[config.mk]
export PLATFORM = sky130hd
export DESIGN_NAME = stream_valve_top
export DESIGN_NICKNAME = d
export VERILOG_FILES = /design/src/stream_valve_pkg.sv /design/src/axis_pipe_stage.sv /design/src/axis_valve_with_pipe.sv /design/src/valve_control.sv /design/src/stream_valve_top.sv
export SDC_FILE = /design/constraint.sdc
export NUM_CORES = 1
export LEC_CHECK = 0
export ABC_AREA = 0
export BUFFER_PORTS_ARGS = -buffer_cell sky130_fd_sc_hd__buf_2
export CAP_MARGIN = 30
export CORE_ASPECT_RATIO = 0.5
export CORE_UTILIZATION = 57
export DETAILED_ROUTE_END_ITERATION = 10
export PLACE_DENSITY = 0.83
export REMOVE_ABC_BUFFERS = 1
export SYNTH_ARGS = -nofsm -noshare
export SYNTH_HDL_FRONTEND = slang
export SYNTH_HIERARCHICAL = 1
export SYNTH_SLANG_ARGS = --single-unit
[constraint.sdc]
create_clock -name aclk -period 5.19 [get_ports aclk]
set_input_delay 1.038 -clock aclk [delete_from_list [all_inputs] [get_ports aclk]]
set_output_delay 1.038 -clock aclk [all_outputs]
set_load 0.03 [all_outputs]
[src/stream_valve_pkg.sv]
/*
 * Stream valve shared definitions.
 * Pipe-mode selection and default widths for the gated stream path.
 */
package stream_valve_pkg;

   // ==============================
   // Pipe placement around the gate
   // ==============================

   // Selects which sides of the valve get a register slice.
   typedef enum logic [1:0] {
      PIPE_BOTH = 2'd0,   // Slice before and after the gate.
      PIPE_IN   = 2'd1,   // Slice on the upstream side only.
      PIPE_OUT  = 2'd2,   // Slice on the downstream side only.
      PIPE_NONE = 2'd3    // Plain wiring, zero latency.
   } pipe_mode_e;

   // ==============================
   // Default widths
   // ==============================

   // Data bus width in bits. Keep is one bit per byte.
   localparam int DATA_W_DEF = 32;

   // Width of the tuser sideband.
   localparam int USER_W_DEF = 1;

   // Packet counter width, wraps at 2**CNT_W.
   localparam int CNT_W = 16;

endpackage

[src/axis_pipe_stage.sv]
/*
 * AXI-stream register slice.
 * Main register plus a skid entry, so one beat per cycle with a
 * tready that comes straight from a flop.
 */
`timescale 1ns/1ps
module axis_pipe_stage #(
   parameter int DATA_W = stream_valve_pkg::DATA_W_DEF,
   parameter int USER_W = stream_valve_pkg::USER_W_DEF
) (
   input  logic                aclk,
   input  logic                reset,
   // Upstream side.
   input  logic [DATA_W-1:0]   in_tdata,
   input  logic [DATA_W/8-1:0] in_tkeep,
   input  logic [USER_W-1:0]   in_tuser,
   input  logic                in_tlast,
   input  logic                in_tvalid,
   output logic                in_tready,
   // Downstream side.
   output logic [DATA_W-1:0]   out_tdata,
   output logic [DATA_W/8-1:0] out_tkeep,
   output logic [USER_W-1:0]   out_tuser,
   output logic                out_tlast,
   output logic                out_tvalid,
   input  logic                out_tready
);

   // Skid entry, only filled while the main register is stalled.
   logic                skid_valid;
   logic [DATA_W-1:0]   skid_tdata;
   logic [DATA_W/8-1:0] skid_tkeep;
   logic [USER_W-1:0]   skid_tuser;
   logic                skid_tlast;

   logic in_xfer;     // Beat accepted upstream.
   logic out_xfer;    // Beat taken downstream.
   logic main_load;   // Main register free for a new beat.

   // Two entries held means skid is full. Ready is just its inverse.
   assign in_tready = ~skid_valid;   // Straight from a flop.
   assign in_xfer   = in_tvalid & in_tready;
   assign out_xfer  = out_tvalid & out_tready;
   assign main_load = ~out_tvalid | out_xfer;

   // ==============================
   // Occupancy
   // ==============================
   always_ff @(posedge aclk) begin
      if (reset) begin
         out_tvalid <= 1'b0;
         skid_valid <= 1'b0;
      end else begin
         if (main_load) begin
            out_tvalid <= skid_valid | in_xfer;   // Skid first, keeps order.
            skid_valid <= 1'b0;
         end else if (in_xfer) begin
            skid_valid <= 1'b1;                   // Stalled, park the beat.
         end
      end
   end

   // ==============================
   // Payload
   // ==============================
   always_ff @(posedge aclk) begin
      if (main_load) begin
         if (skid_valid) begin
            out_tdata <= skid_tdata;
            out_tkeep <= skid_tkeep;
            out_tuser <= skid_tuser;
            out_tlast <= skid_tlast;
         end else if (in_xfer) begin
            out_tdata <= in_tdata;
            out_tkeep <= in_tkeep;
            out_tuser <= in_tuser;
            out_tlast <= in_tlast;
         end
      end
      // Skid only captures when main holds a stalled beat.
      if (!main_load && in_xfer) begin
         skid_tdata <= in_tdata;
         skid_tkeep <= in_tkeep;
         skid_tuser <= in_tuser;
         skid_tlast <= in_tlast;
      end
   end

   // A stalled output keeps its beat, payload included, until taken.
   a_out_hold : assert property (@(posedge aclk) disable iff (reset)
      out_tvalid && !out_tready |=>
         out_tvalid && $stable(out_tdata) && $stable(out_tkeep) &&
         $stable(out_tuser) && $stable(out_tlast))
      else $error("axis_pipe_stage: out beat dropped or changed under stall.");

endmodule

[src/axis_valve_with_pipe.sv]
/*
 * Stream valve with optional register slices.
 * Gates valid, last and ready between the slices and reports each
 * beat that passes the gate point.
 */
`timescale 1ns/1ps
module axis_valve_with_pipe #(
   parameter int                         DATA_W    = stream_valve_pkg::DATA_W_DEF,
   parameter int                         USER_W    = stream_valve_pkg::USER_W_DEF,
   parameter stream_valve_pkg::pipe_mode_e PIPE_MODE = stream_valve_pkg::PIPE_BOTH
) (
   input  logic                aclk,
   input  logic                reset,
   input  logic                gate_open,   // From valve_control.
   input  logic [DATA_W-1:0]   s_tdata,
   input  logic [DATA_W/8-1:0] s_tkeep,
   input  logic [USER_W-1:0]   s_tuser,
   input  logic                s_tlast,
   input  logic                s_tvalid,
   output logic                s_tready,
   output logic [DATA_W-1:0]   m_tdata,
   output logic [DATA_W/8-1:0] m_tkeep,
   output logic [USER_W-1:0]   m_tuser,
   output logic                m_tlast,
   output logic                m_tvalid,
   input  logic                m_tready,
   output logic                gate_beat,   // Transfer at the gate point.
   output logic                gate_last    // Its tlast.
);
   import stream_valve_pkg::*;

   // Stream after the input slice, upstream of the gate.
   logic [DATA_W-1:0]   post_in_tdata;
   logic [DATA_W/8-1:0] post_in_tkeep;
   logic [USER_W-1:0]   post_in_tuser;
   logic                post_in_tlast, post_in_tvalid, post_in_tready;
   // Stream past the gate, into the output slice.
   logic                pre_out_tlast, pre_out_tvalid, pre_out_tready;

   // ==============================
   // Input side
   // ==============================
   if (PIPE_MODE == PIPE_BOTH || PIPE_MODE == PIPE_IN) begin : g_in_pipe
      axis_pipe_stage #(.DATA_W(DATA_W), .USER_W(USER_W)) in_pipe_i (
         .aclk(aclk), .reset(reset),
         .in_tdata(s_tdata), .in_tkeep(s_tkeep), .in_tuser(s_tuser),
         .in_tlast(s_tlast), .in_tvalid(s_tvalid), .in_tready(s_tready),
         .out_tdata(post_in_tdata), .out_tkeep(post_in_tkeep),
         .out_tuser(post_in_tuser), .out_tlast(post_in_tlast),
         .out_tvalid(post_in_tvalid), .out_tready(post_in_tready));
   end else begin : g_in_direct
      assign post_in_tdata  = s_tdata;
      assign post_in_tkeep  = s_tkeep;
      assign post_in_tuser  = s_tuser;
      assign post_in_tlast  = s_tlast;
      assign post_in_tvalid = s_tvalid;
      assign s_tready       = post_in_tready;
   end

   // ==============================
   // Gate point
   // ==============================
   assign pre_out_tvalid = post_in_tvalid & gate_open;   // Closed, nothing offered.
   assign pre_out_tlast  = post_in_tlast & gate_open;
   assign post_in_tready = pre_out_tready & gate_open;   // Closed, nothing taken.

   assign gate_beat = pre_out_tvalid & pre_out_tready;
   assign gate_last = pre_out_tlast;

   // ==============================
   // Output side
   // ==============================
   if (PIPE_MODE == PIPE_BOTH || PIPE_MODE == PIPE_OUT) begin : g_out_pipe
      axis_pipe_stage #(.DATA_W(DATA_W), .USER_W(USER_W)) out_pipe_i (
         .aclk(aclk), .reset(reset),
         .in_tdata(post_in_tdata), .in_tkeep(post_in_tkeep),
         .in_tuser(post_in_tuser), .in_tlast(pre_out_tlast),
         .in_tvalid(pre_out_tvalid), .in_tready(pre_out_tready),
         .out_tdata(m_tdata), .out_tkeep(m_tkeep), .out_tuser(m_tuser),
         .out_tlast(m_tlast), .out_tvalid(m_tvalid), .out_tready(m_tready));
   end else begin : g_out_direct
      assign m_tdata        = post_in_tdata;
      assign m_tkeep        = post_in_tkeep;
      assign m_tuser        = post_in_tuser;
      assign m_tlast        = pre_out_tlast;
      assign m_tvalid       = pre_out_tvalid;
      assign pre_out_tready = m_tready;
   end

   // A beat waiting at a closed gate stays where it is.
   a_gate_closed : assert property (@(posedge aclk) disable iff (reset)
      post_in_tvalid && !gate_open |=>
         post_in_tvalid && $stable(post_in_tdata) && $stable(post_in_tkeep) &&
         $stable(post_in_tuser) && $stable(post_in_tlast))
      else $error("axis_valve_with_pipe: beat passed a closed gate.");

endmodule

[src/valve_control.sv]
/*
 * Valve control.
 * Applies open and close requests only between packets at the gate
 * point, and counts packets leaving the path.
 */
`timescale 1ns/1ps
module valve_control (
   input  logic                              aclk,
   input  logic                              reset,
   input  logic                              open_req,      // One-cycle pulse.
   input  logic                              close_req,     // One-cycle pulse.
   input  logic                              gate_beat,
   input  logic                              gate_last,
   input  logic                              out_beat_last, // Output beat with tlast.
   output logic                              gate_open,
   output logic [stream_valve_pkg::CNT_W-1:0] pkt_count
);

   logic pkt_open;       // Packet started but not finished at the gate.
   logic pkt_open_nxt;   // Same, including this cycle's beat.
   logic close_pend;     // Close waiting for a boundary.
   logic close_want;     // Close asked now or still pending.
   logic close_now;      // Close can be applied this cycle.

   // ==============================
   // Packet tracking at the gate
   // ==============================

   // A first beat without tlast opens a packet, a tlast beat ends it.
   assign pkt_open_nxt = gate_beat ? ~gate_last : pkt_open;

   always_ff @(posedge aclk) begin
      if (reset) begin
         pkt_open <= 1'b0;
      end else begin
         pkt_open <= pkt_open_nxt;
      end
   end

   // ==============================
   // Gate level
   // ==============================

   // Close beats open when both arrive. An open alone cancels a
   // pending close, the gate simply stays open.
   assign close_want = close_req | (close_pend & ~open_req);
   assign close_now  = close_want & ~pkt_open_nxt;   // Boundary reached.

   always_ff @(posedge aclk) begin
      if (reset) begin
         gate_open  <= 1'b0;   // Closed out of reset.
         close_pend <= 1'b0;
      end else begin
         if (close_now) begin
            gate_open <= 1'b0;
         end else if (open_req && !close_req) begin
            gate_open <= 1'b1;
         end
         close_pend <= close_want & pkt_open_nxt;   // Mid-packet, wait for tlast.
      end
   end

   // ==============================
   // Packet counter
   // ==============================
   always_ff @(posedge aclk) begin
      if (reset) begin
         pkt_count <= '0;
      end else if (out_beat_last) begin
         pkt_count <= pkt_count + 1'b1;   // Wraps.
      end
   end

   // The gate drops only on a packet boundary at the gate point.
   a_no_cut : assert property (@(posedge aclk) disable iff (reset)
      $fell(gate_open) |-> !pkt_open)
      else $error("valve_control: gate closed inside a packet.");

endmodule

[src/stream_valve_top.sv]
/*
 * Gated stream path top level.
 * Joins the valve with its control block and forms the output
 * end-of-packet strobe for the packet counter.
 */
`timescale 1ns/1ps
module stream_valve_top #(
   parameter int                         DATA_W    = stream_valve_pkg::DATA_W_DEF,
   parameter int                         USER_W    = stream_valve_pkg::USER_W_DEF,
   parameter stream_valve_pkg::pipe_mode_e PIPE_MODE = stream_valve_pkg::PIPE_BOTH
) (
   input  logic                              aclk,
   input  logic                              reset,
   // Upstream stream.
   input  logic [DATA_W-1:0]                 s_tdata,
   input  logic [DATA_W/8-1:0]               s_tkeep,
   input  logic [USER_W-1:0]                 s_tuser,
   input  logic                              s_tlast,
   input  logic                              s_tvalid,
   output logic                              s_tready,
   // Downstream stream.
   output logic [DATA_W-1:0]                 m_tdata,
   output logic [DATA_W/8-1:0]               m_tkeep,
   output logic [USER_W-1:0]                 m_tuser,
   output logic                              m_tlast,
   output logic                              m_tvalid,
   input  logic                              m_tready,
   // Control and status.
   input  logic                              open_req,
   input  logic                              close_req,
   output logic                              gate_open,
   output logic [stream_valve_pkg::CNT_W-1:0] pkt_count
);

   logic gate_beat;       // Gate-point transfer.
   logic gate_last;       // Its tlast.
   logic out_beat_last;   // Last beat leaving the path.

   assign out_beat_last = m_tvalid & m_tready & m_tlast;

   // ==============================
   // Datapath
   // ==============================
   axis_valve_with_pipe #(
      .DATA_W(DATA_W), .USER_W(USER_W), .PIPE_MODE(PIPE_MODE)
   ) valve_i (
      .aclk(aclk), .reset(reset), .gate_open(gate_open),
      .s_tdata(s_tdata), .s_tkeep(s_tkeep), .s_tuser(s_tuser),
      .s_tlast(s_tlast), .s_tvalid(s_tvalid), .s_tready(s_tready),
      .m_tdata(m_tdata), .m_tkeep(m_tkeep), .m_tuser(m_tuser),
      .m_tlast(m_tlast), .m_tvalid(m_tvalid), .m_tready(m_tready),
      .gate_beat(gate_beat), .gate_last(gate_last));

   // ==============================
   // Control
   // ==============================
   valve_control control_i (
      .aclk(aclk),
      .reset(reset),
      .open_req(open_req),
      .close_req(close_req),
      .gate_beat(gate_beat),
      .gate_last(gate_last),
      .out_beat_last(out_beat_last),
      .gate_open(gate_open),
      .pkt_count(pkt_count));

endmodule

Word level (Yosys, flattened, before mapping)
Cells that the tools add are included.
- register bits: 175
- latch bits: 0
- RAM bits: 0
- ROM bits: 0
- bits of input ports: 44
- logic and storage cells: 78
- memories kept: 0
- $add $sub $neg: 1
- multiply operators: 0
- divide/modulo/power cells: 0
- order comparisons: 0
- equal/unequal tests: 0
- shifts and indexed selects: 0
- multiplexer cells: 17
- bitwise operators: 23
- reductions and logical operators: 13
- operators with widths (operator ; number):
    32-bit 2-to-1 mux ; 4
    16-bit by 1-bit adder with 16-bit output, second input constant ; 1
    4-bit 2-to-1 mux ; 4
    1-bit AND ; 11
    1-bit 2-to-1 mux ; 9
    1-bit inverter ; 7
    2-bit OR reduction ; 3
    1-bit OR ; 5
    2-bit AND reduction ; 2
    2-bit nonzero test ; 2
    1-bit logical AND ; 3
    1-bit logical NOT ; 3

Logic depth before layout (Yosys ltp)
Gate-level depths: netlist of run 1.
- word-level depth: 6
- mapped depth: 7
- gate-level depth less buffers: 5

By module
Netlist of run 1, hierarchy kept.
- by module, submodules not included (module ; instances ; cells an instance ; area each (um^2) ; seq. area each (um^2)):
    axis_pipe_stage ; 2 ; 128 ; 3006.6 ; 2322.2
    valve_control ; 1 ; 94 ; 834.6 ; 380.4
    axis_valve_with_pipe ; 1 ; 4 ; 28.8 ; 0.0
    stream_valve_top ; 1 ; 1 ; 6.3 ; 0.0

Worst setup path before layout of run 1
No wires, ideal clock.
- path type: input to register
- start point: input m_tready
- end point: register valve_i.g_out_pipe.out_pipe_i.skid_tdata[0] (enable)
- library setup time: 488 ps
- arrival time: 4079 ps
- data required time: 4702 ps
- slack: 622 ps
- stages: 2
- buffers on the path: 0
- path through: nand2b_1 > nor3b_1
- longest elaborated chain between the ends: 4
- RTL lines (item ; line ; RTL):
    start: declaration ; stream_valve_top.sv:27 ; input logic m_tready,
    1-bit AND ; axis_pipe_stage.sv:43 ; assign out_xfer = out_tvalid & out_tready;
    1-bit OR ; axis_pipe_stage.sv:44 ; assign main_load = ~out_tvalid | out_xfer;
    1-bit logical NOT ; axis_pipe_stage.sv:81 ; if (!main_load && in_xfer) begin
    1-bit logical AND ; axis_pipe_stage.sv:81 ;
    end signal: assignment ; axis_pipe_stage.sv:82 ; skid_tdata <= in_tdata;
    end: declaration ; axis_pipe_stage.sv:31 ; logic [DATA_W-1:0] skid_tdata;
No other way between the ends.
A chain may end at the register's enable or synchronous reset.

Worst setup path in the final report of run 1
- start point: register valve_i.g_out_pipe.out_pipe_i.skid_valid
- end point: register valve_i.g_in_pipe.in_pipe_i.skid_tdata[12] (enable)
- longest elaborated chain between the ends: 6
- RTL lines (item ; line ; RTL):
    start: declaration ; axis_pipe_stage.sv:30 ; logic skid_valid;
    start signal: assignment ; axis_pipe_stage.sv:52 ; skid_valid <= 1'b0;
    start signal: assignment ; axis_pipe_stage.sv:56 ; skid_valid <= 1'b0;
    start signal: assignment ; axis_pipe_stage.sv:58 ; skid_valid <= 1'b1;
    1-bit inverter ; axis_pipe_stage.sv:41 ; assign in_tready = ~skid_valid;
    via valve_i.pre_out_tready ; axis_valve_with_pipe.sv:38 ; logic pre_out_tlast, pre_out_tvalid, pre_out_tready;
    1-bit AND ; axis_valve_with_pipe.sv:65 ; assign post_in_tready = pre_out_tready & gate_open;
    via valve_i.post_in_tready ; axis_valve_with_pipe.sv:36 ; logic post_in_tlast, post_in_tvalid, post_in_tready;
    1-bit AND ; axis_pipe_stage.sv:43 ;
    1-bit OR ; axis_pipe_stage.sv:44 ;
    1-bit logical NOT ; axis_pipe_stage.sv:81 ;
    1-bit logical AND ; axis_pipe_stage.sv:81 ;
    end signal: assignment ; axis_pipe_stage.sv:82 ;
    end: declaration ; axis_pipe_stage.sv:31 ;
The timed path passes the listed nets, and every way through them passes these cells.

==> results of run 1 <==
## power by group
group / switching, mW / internal, mW / total [mW]
Combinational: 0.0719 / 0.0786 / 0.150
Clock: 0.500 / 0.790 / 1.29
Sequential: 0.0234 / 1.59 / 1.61
## sequential cells by signal (all words and copies together), names as in the netlist, 4 cells and up
register and cells:
valve_i/g_in_pipe.in_pipe_i/out_tdata 32, valve_i/g_in_pipe.in_pipe_i/skid_tdata 32, valve_i/g_out_pipe.out_pipe_i/skid_tdata 32, valve_i/g_in_pipe.in_pipe_i/skid_tkeep 4, control_i/pkt_count 16, valve_i/g_out_pipe.out_pipe_i/out_tkeep 4, valve_i/g_out_pipe.out_pipe_i/out_tdata 32, valve_i/g_in_pipe.in_pipe_i/out_tkeep 4
valve_i/g_out_pipe.out_pipe_i/skid_tkeep 4
## metrics by stage
| step | setup WS [ps] | instances | utilization | power (mW) | setup TNS (ps) |
|---|---|---|---|---|---|
| 2_1_floorplan | -315.2 | 342 | - | 1.741 | -11980 |
| 3_3_place_gp | 2692 | 605 | 0.6544 | 1.785 | 0 |
| 3_5_place_dp | 2647 | 605 | 0.6544 | 1.796 | 0 |
| 4_1_cts | 2558 | 637 | 0.7085 | 3.083 | 0 |
| 5_1_grt | 2446 | 637 | 0.7085 | 3.160 | 0 |
| 6_report | 2558 | 637 | 0.7085 | 3.055 | 0 |
## area by class of cell
| class | count | area [sq um] |
|---|---|---|
| Sequential cell | 175 | 5027 |
| Fill cell | 714 | 3318 |
| Multi-Input combinational cell | 161 | 1670 |
| Clock buffer | 26 | 554.3 |
| Timing Repair Buffer | 104 | 530.5 |
| Tap cell | 159 | 198.9 |
| Clock inverter | 6 | 62.56 |
| Inverter | 6 | 22.52 |
## cell usage in the layout, fill, tap and decap left out, types with 6 or more instances in the layout
cell type / synthesis / layout
a21oi_1: 8 / 8
nand2_1: 6 / 6
edfxtp_1: 152 / 152
inv_1: 6 / 6
nor3_1: 6 / 6
buf_2: 1 / 100
dfxtp_1: 23 / 21
xnor2_1: 7 / 7
clkbuf_16: 0 / 21
nor2_1: 15 / 15
mux2_4: 72 / 72
## routing by layer
layer	up-vias	share of wire
met5	-	0
met4	0	0.015
met3	16	0.043
met2	81	0.51
met1	1685	0.43
li1	1586	-
## how the worst min path moves through the flow
stage	from	endpoint	slack, ps	cells after the start
finish	valve_i/g_in_pipe.in_pipe_i/out_tdata[9]$_DFFE_PP_	valve_i/g_out_pipe.out_pipe_i/skid_tdata[9]$_DFFE_PP_	450	0
global route	valve_i/g_in_pipe.in_pipe_i/out_tdata[14]$_DFFE_PP_	valve_i/g_out_pipe.out_pipe_i/skid_tdata[14]$_DFFE_PP_	460	0
CTS	valve_i/g_in_pipe.in_pipe_i/out_tdata[9]$_DFFE_PP_	valve_i/g_out_pipe.out_pipe_i/skid_tdata[9]$_DFFE_PP_	450	0
detailed placement	valve_i/g_in_pipe.in_pipe_i/out_tdata[9]$_DFFE_PP_	valve_i/g_out_pipe.out_pipe_i/skid_tdata[9]$_DFFE_PP_	430	0
global placement	valve_i/g_in_pipe.in_pipe_i/out_tdata[21]$_DFFE_PP_	valve_i/g_out_pipe.out_pipe_i/skid_tdata[21]$_DFFE_PP_	430	0
floorplan	valve_i/g_in_pipe.in_pipe_i/out_tdata[28]$_DFFE_PP_	valve_i/g_out_pipe.out_pipe_i/skid_tdata[28]$_DFFE_PP_	420	0
## logic make-up after synthesis
kind of cell / Yosys count / share of synthesized area
AOI/OAI and AO/OA: 15 / 0.01272
xor gates and xnor gates: 11 / 0.01400
adders and majority gates: 1 / 0.001818
buffers and inverters: 19 / 0.02908
DFF: 175 / 0.7300
muxes: 78 / 0.1665
and+or+nand+nor: 56 / 0.04581
==> flow_results.org, run 1 <==
** Synthesis
- Among all flip-flop cells after synthesis, the most frequent one is edfxtp_1.
- The synthesized netlist contains 35 unique library cells.
- Counting flops with an async set or reset pin after synthesis yields a share of 0.
- Of the synthesized area, sequential elements account for 0.7300.
- Yosys mapped a number of flops with a built-in enable equal to ~150.
- The synthesized netlist occupies a cell area of just under 7000 sq um.
- Most area-consuming cells after synthesis :: edfxtp_1, mux2_4, dfxtp_1
- The average instance in the mapped netlist occupies approximately 19 sq um.
- Post-Syn Instances :: 355
- YS warnings :: 6
- The share of synthesized area in the top cell type comes to 0.6632.
- The synthesized design contains 175 register bits.
- Cell taking the most area after synthesis :: edfxtp_1
- Most frequently used cell type in the post-synthesis netlist :: edfxtp_1
- Most used standard cells in the synthesized netlist :: edfxtp_1, mux2_4, dfxtp_1

** Pwr
- Peak supply drop :: roughly 0.23 mV
- P_leak :: around 3.0 nW
- Total power density per cell area :: around 380 nW/um^2

** Critical path
- WP depth :: 6
- At the worst endpoint, the required time is around 5300 ps.
- The worst register-to-register path has a setup slack of approximately 2600 ps.
- Endpoint of the most critical register-to-register path :: valve_i/g_in_pipe.in_pipe_i/skid_tdata[12]$_DFFE_PP_
- Nature of the critical path startpoint :: flip-flop
- The startpoint identified for the worst register-to-register timing path is valve_i/g_out_pipe.out_pipe_i/skid_valid$_SDFFE_PP0P_.
- The most critical setup path has its startpoint at valve_i/g_out_pipe.out_pipe_i/skid_valid$_SDFFE_PP0P_.
- Cell class contributing the biggest share of worst-path delay :: buffers and inverters
- For this run, the slowest stage of the critical path takes around 580 ps.
- In this run the worst path has a maximum fanout of 42.
- Counting cells, the worst reg-to-reg path comes to 6.
- The most critical setup path has its endpoint at valve_i/g_in_pipe.in_pipe_i/skid_tdata[12]$_DFFE_PP_.
- The signal on the critical path passes through buf_4 > inv_1 > and2_2 > nand2b_1 > nor3b_2 > buf_4.
- Sort of element at the end of the critical path :: flip-flop
- Setup CP Type :: reg2reg
- Critical path data arrival time :: around 2700 ps
- Buf+Inv Stages, Crit Path :: 3
- Most Frequent Cell on Critical Path :: buf_4
- The slowest stage of the critical path belongs to the cell buf_4.

** Global route
- For this run, the total global-route usage over all layers was measured as 0.1988.
- Via count of the first global-routing pass :: 3389
- Pin count of the biggest net entering global routing :: 43
- Wire length of the first global-routing pass :: 17850 microns
- Number of antenna violations at the first check in global routing :: 0
- Met3 capacity usage during global routing :: 0.05863
- Met1 capacity usage during global routing :: 0.2372
- Grt peak-use layer :: met2
- Global route overflow :: 0
- In the global route stage, met2 resource usage came out at 0.3412.

** Timing
- The final number of hold-violating endpoints was 0.
- On the final layout, the worst hold slack is between 400 and 500 ps.
- Setup Viol. Count Final :: 0
- Share of the cycle needed by the critical path after routing :: 0.5072
- Max frequency :: approximately 380 MHz
- Actual transition at the worst max-transition pin :: a little under 1000 ps
- Setup repair after global routing left no endpoint under its margin.
- Final number of max-transition violations :: 0
- Across the routed clock network, the largest skew measured is between 9 and 10 ps.
- Counting I/O delays and the setup requirement, the final critical path takes 2632 ps.
- The worst pin sits at a relative slew slack of 0.3457.

** Clock network
- TritonCTS created 17 clock buffers.
- CTS sink count :: 175
- H-Tree Depth :: 4
- The later pin in the worst-skew pair is clocked with a latency of 430 ps.
- The number of gates resized after CTS was 0.
- TritonCTS built the clock tree.
- Clock slew seen by the registers of the worst setup and hold paths :: 60 ps
- Counting along the longest clock path gives a buffer depth of 2.
- Post-CTS Setup Inserts :: 0
- The root buffer cell chosen for the clock tree is clkbuf_16.
- In this run, post-CTS hold repair placed 0 buffers.

** Die
- The floorplan step set the die width to around 160 microns.
- Row count :: 27
- During I/O placement, the number of pins put on the boundary was slightly above 100.
- The die is around 80 microns tall.
- The initial utilization of the core area, before any placement, comes to 0.6046.
- Total die area :: approximately 13000 sq um
- In this run the standard cell core region covers about 11000 sq um.

** Cells and area
- Area growth from synthesis to layout :: 17.20%
- Of the cells placed in the final design, the portion with a size suffix greater than 1 is 0.4665.
- Post-layout instance area :: a little over 8000 sq um
- The final layout contains 510 nets.
- The repair_antennas step left the layout with diodes totalling 0.

** Placement
- The count of buffers added on input and output ports is 100.
- DPL Wire Length :: a little over 7000 microns
- Placer congestion estimate :: just under 0.8
- Total placed instance area :: 7450 sq um

** Route
- 1st-iter DRT viols :: about 180
- Using the TritonRoute via totals, the vias-per-cell ratio works out to around 5.3.
- The routed design has ~11000 microns of wire.
- Dividing the detail-routed wire length by the instance count gives around 18 microns.
- Number of nets with antenna violations after routing :: 0
- Number of optimization iterations in the first detailed-route pass :: 4
- DRC violation count after routing :: 0
- Total number of vias :: ~3400

** Worst hold path
- Hold Path Class :: reg2reg

** Run status
- Result of the run :: finished clean

** Job
- Max cap viols :: 0
Power figures use the tool's default switching activity.
==> run 2: changes to the inputs <==
--- a/config.mk
+++ b/config.mk
@@ -5,13 +5,13 @@
 export SDC_FILE = /design/constraint.sdc
 export NUM_CORES = 1
 export LEC_CHECK = 0
-export ABC_AREA = 0
+export ABC_AREA = 1
 export BUFFER_PORTS_ARGS = -buffer_cell sky130_fd_sc_hd__buf_2
 export CAP_MARGIN = 30
 export CORE_ASPECT_RATIO = 0.5
-export CORE_UTILIZATION = 57
+export CORE_UTILIZATION = 56
 export DETAILED_ROUTE_END_ITERATION = 10
-export PLACE_DENSITY = 0.83
+export PLACE_DENSITY = 0.82
 export REMOVE_ABC_BUFFERS = 1
 export SYNTH_ARGS = -nofsm -noshare
 export SYNTH_HDL_FRONTEND = slang
==> constraint.sdc (replaced) <==
create_clock -name aclk -period 2.71 [get_ports aclk]
set_input_delay 0.542 -clock aclk [delete_from_list [all_inputs] [get_ports aclk]]
set_output_delay 0.542 -clock aclk [all_outputs]
set_load 0.03 [all_outputs]
==> flow_results.org, run 2 <==
** Timing
- After layout, the minimum clock period comes to 2089 ps.
- Across all hold checks on the routed design, the worst slack comes to 308.0 ps.
- The count of pins over their slew limit is 0.
- Dividing the final minimum period by the clock period gives 0.7708.
- Unrepaired setup endpoints after global routing :: false
- The worst pin sits at a relative slew slack of 0.6439.
- Max frequency :: 478.7 MHz
- The final number of hold-violating endpoints came to 0.
- In the final timing run, aggregate negative setup slack is 0 ps.
- Actual transition at the worst max-transition pin :: between 500 and 600 ps
- The clock arrives with approximately 11 ps of skew.
- After layout, the worst setup slack is 621.2 ps.
- Setup Viol. Count Final :: 0

** Die
- Row count :: 27
- Measured along the y axis, the die boundary spans 79.16 microns.
- I/O pins :: ~100
- The region available for standard cell placement spans around 11000 sq um.
- The die covers around 12000 sq um.
- The initial utilization of the core area, before any placement, comes to 0.5909.
- Die width :: about 160 microns

** Critical path
- Traced cell by cell, the critical path runs through buf_4 > inv_2 > buf_2.
- The worst setup path is launched from a flip-flop.
- Required time worst endpoint :: 2170 ps
- For the worst setup path, the data arrival time is around 1600 ps.
- Cell class contributing the biggest share of worst-path delay :: buffers and inverters
- The setup path with the least slack is of type reg2out.
- Of all nets on the critical path, the largest fanout is 30.
- Sort of element at the end of the critical path :: output port
- Setup slack on the worst flop-to-flop path :: about 730 ps
- For this run, the slowest stage of the critical path takes slightly below 500 ps.
- Buf+Inv Stages, Crit Path :: 3
- Standard cell with the maximum stage delay on the critical path :: dfxtp_2

** Clock network
- Number of buffers added to fix hold violations after cts :: 0
- The clock tree synthesis step divided the H-tree into 4 levels.
- Clock-pin slew was measured on the worst setup and hold paths at roughly 70 ps.
- Count of instances resized after the clock tree is built :: 0
- TritonCTS buffer count :: 17
- CTS sink count :: between 150 and 200
- Worst-skew pair later-pin latency :: 420 ps
- Post-CTS timing repair inserted 0 buffers for setup.
- Maximum clock path buffer count :: 2
- Buffer type at the clock tree root :: clkbuf_16
- TritonCTS built the clock tree.

** Synthesis
- Proportion of netlist area held by the largest area contributor :: 0.6846
- Most used standard cells in the synthesized netlist :: nand2_1, edfxtp_1, nor2_1
- Mean post-synth cell area :: between 10 and 15 sq um
- Post-Syn Instances :: between 500 and 600
- After synthesis, the cell types taking the most area are edfxtp_1, nand2_1, dfxtp_1.
- Library cells used by synthesis :: 25
- Most frequently used cell type in the post-synthesis netlist :: nand2_1
- Async S/R FF share, synth :: 0
- Cell taking the most area after synthesis :: edfxtp_1
- Among all flip-flop cells after synthesis, the most frequent one is edfxtp_1.
- Of the synthesized area, sequential elements account for 0.7536.
- After synthesis the netlist holds a flip-flop and latch count of 175.
- Number of enable-type register cells in the synthesized netlist :: ~150
- After synthesis the cells add up to about 6700 sq um.
- The Yosys step of the flow raised 6 warnings.

** Pwr
- P_leak :: 3.285 nW
- Fraction of power consumed by sequential logic :: 0.548
- Net switching share of the total power :: 0.2335
- For this design the total switching power over the nets is roughly 1.3 mW.
- Combinational share of power :: 0.051
- The worst-case IR drop observed on VDD is ~0.41 mV.
- In this run the power density over the cells is ~700 nW/um^2.
- Internal power comes to roughly 4.4 mW.
- The share of total power dissipated in the clock network is 0.401.

** Route
- After detailed routing, the number of remaining DRC violations is 0.
- Dividing the detail-routed wire length by the instance count gives between 10 and 15 microns.
- Total number of vias :: 4287
- The routed design has 12480 microns of wire.
- Uppermost layer routed :: met4
- The detail route stage leaves a number of antenna-violating nets equal to 0.
- Total length of routed met3 wires :: 641 microns
- Met1 Wirelength :: slightly above 5000 microns
- Wire segments on met2 add up to 6515 microns in the final route.
- Number of optimization iterations in the first detailed-route pass :: 6
- Routed vias/inst :: a little over 5
- The first routing iteration left 368 violations.

** Cells and area
- Of the cells placed in the final design, the portion with a size suffix greater than 1 is 0.2357.
- Most frequent cells in the layout :: nand2_1, edfxtp_1, buf_2
- Leaving out fill and tap cells, the most frequent cell in the layout is nand2_1.
- In the final design database the tool counted around 720 nets.
- Final cell utilization of the core :: 0.6997
- Number of antenna repair diodes :: 0
- Post-layout instance area :: around 8000 sq um
- Area growth from synthesis to layout :: 18.41%

** Global route
- Pin count of the biggest net entering global routing :: 39
- The via count of the first global-routing pass was 4102.
- Global route overflow :: 0
- The initial antenna violation count is 0.
- Wire length of the first global-routing pass :: a little under 20000 microns
- Overall fraction of global-route tracks in use :: 0.2136

** Placement
- At the end of routability-driven placement, the weighted congestion stood at approximately 0.77.
- Total placed instance area :: 7340 sq um
- The wire-length estimate of the detail-placed layout is around 7500 microns.
- Before CTS, the worst setup slack after placement is 782.5 ps.
- In this run the tool buffered the top-level ports with 100 buffer cells.

** Worst hold path
- The worst hold path belongs to the class in2reg.

** Run status
- Result of the run :: finished clean

** Job
- Across the run, the number of max-cap violations was 0.
run 2: changes by cell type after synthesis, moves of 6 or more:
| cell | previous run | this run |
|---|---|---|
| nor2_1 | 15 | 32 |
| inv_1 | 6 | 22 |
| nand3_1 | 4 | 11 |
| buf_12 | 6 | 0 |
| xnor2_1 | 7 | 0 |
| nand2_1 | 6 | 259 |
| mux2_4 | 72 | 0 |
| buf_2 | 1 | 15 |
run 2: power by group through the flow:
stage | combinational [mW] | clock [mW] | sequential [mW]
final | 0.289 | 2.28 | 3.12
after global routing | 0.321 | 2.42 | 3.13
after CTS | 0.291 | 2.31 | 3.12
after detailed placement | 0.284 | 0 | 3.18
after global placement | 0.273 | 0 | 3.17
after floorplan | 0.136 | 0 | 3.20
run 2: final timing paths:
| check | from | endpoint | cells after the start |
|---|---|---|---|
| hold / removal | s_tkeep[1] | valve_i/g_in_pipe.in_pipe_i/skid_tkeep[1]$_DFFE_PP_ | 1 |
| setup / recovery | valve_i/g_in_pipe.in_pipe_i/skid_valid$_SDFFE_PP0P_ | s_tready | 3 |
| setup reg to reg | valve_i/g_out_pipe.out_pipe_i/skid_valid$_SDFFE_PP0P_ | valve_i/g_in_pipe.in_pipe_i/skid_tdata[26]$_DFFE_PP_ | 7 |
| hold reg to reg | valve_i/g_in_pipe.in_pipe_i/out_tdata[9]$_DFFE_PP_ | valve_i/g_out_pipe.out_pipe_i/skid_tdata[9]$_DFFE_PP_ | 0 |
run 2: cells by family after synthesis:
family,Yosys count,synth area share
and+or+nand+nor,320,0.1938
buffers and inverters,44,0.03265
AOI/OAI and AO/OA,23,0.01802
adders and majority gates,1,0.001876
DFF,175,0.7536
run 2: cell type report:
type,instances,area [sq um]
well taps,159,198.9
multi-input cells,344,1463
repair buffers,108,560.5
clock inverters,14,126.4
inverters,24,90.09
flip-flops and latches,175,5027
clock buffers,18,429.2
fillers,760,3388
run 2: metal layers:
metal / global-route usage / vias to the layer above
met1: 0.2456 / 2042
met4: 0.1069 / 0
li1: - / 2080
met5: 0 / -
met3: 0.04585 / 21
met2: 0.3835 / 144
run 2: metrics by stage:
step	total power [mW]	instances
after detailed placement	3.463	810
after global routing	5.876	842
after floorplan	3.339	543
after CTS	5.722	842
after global placement	3.443	810
final	5.695	842
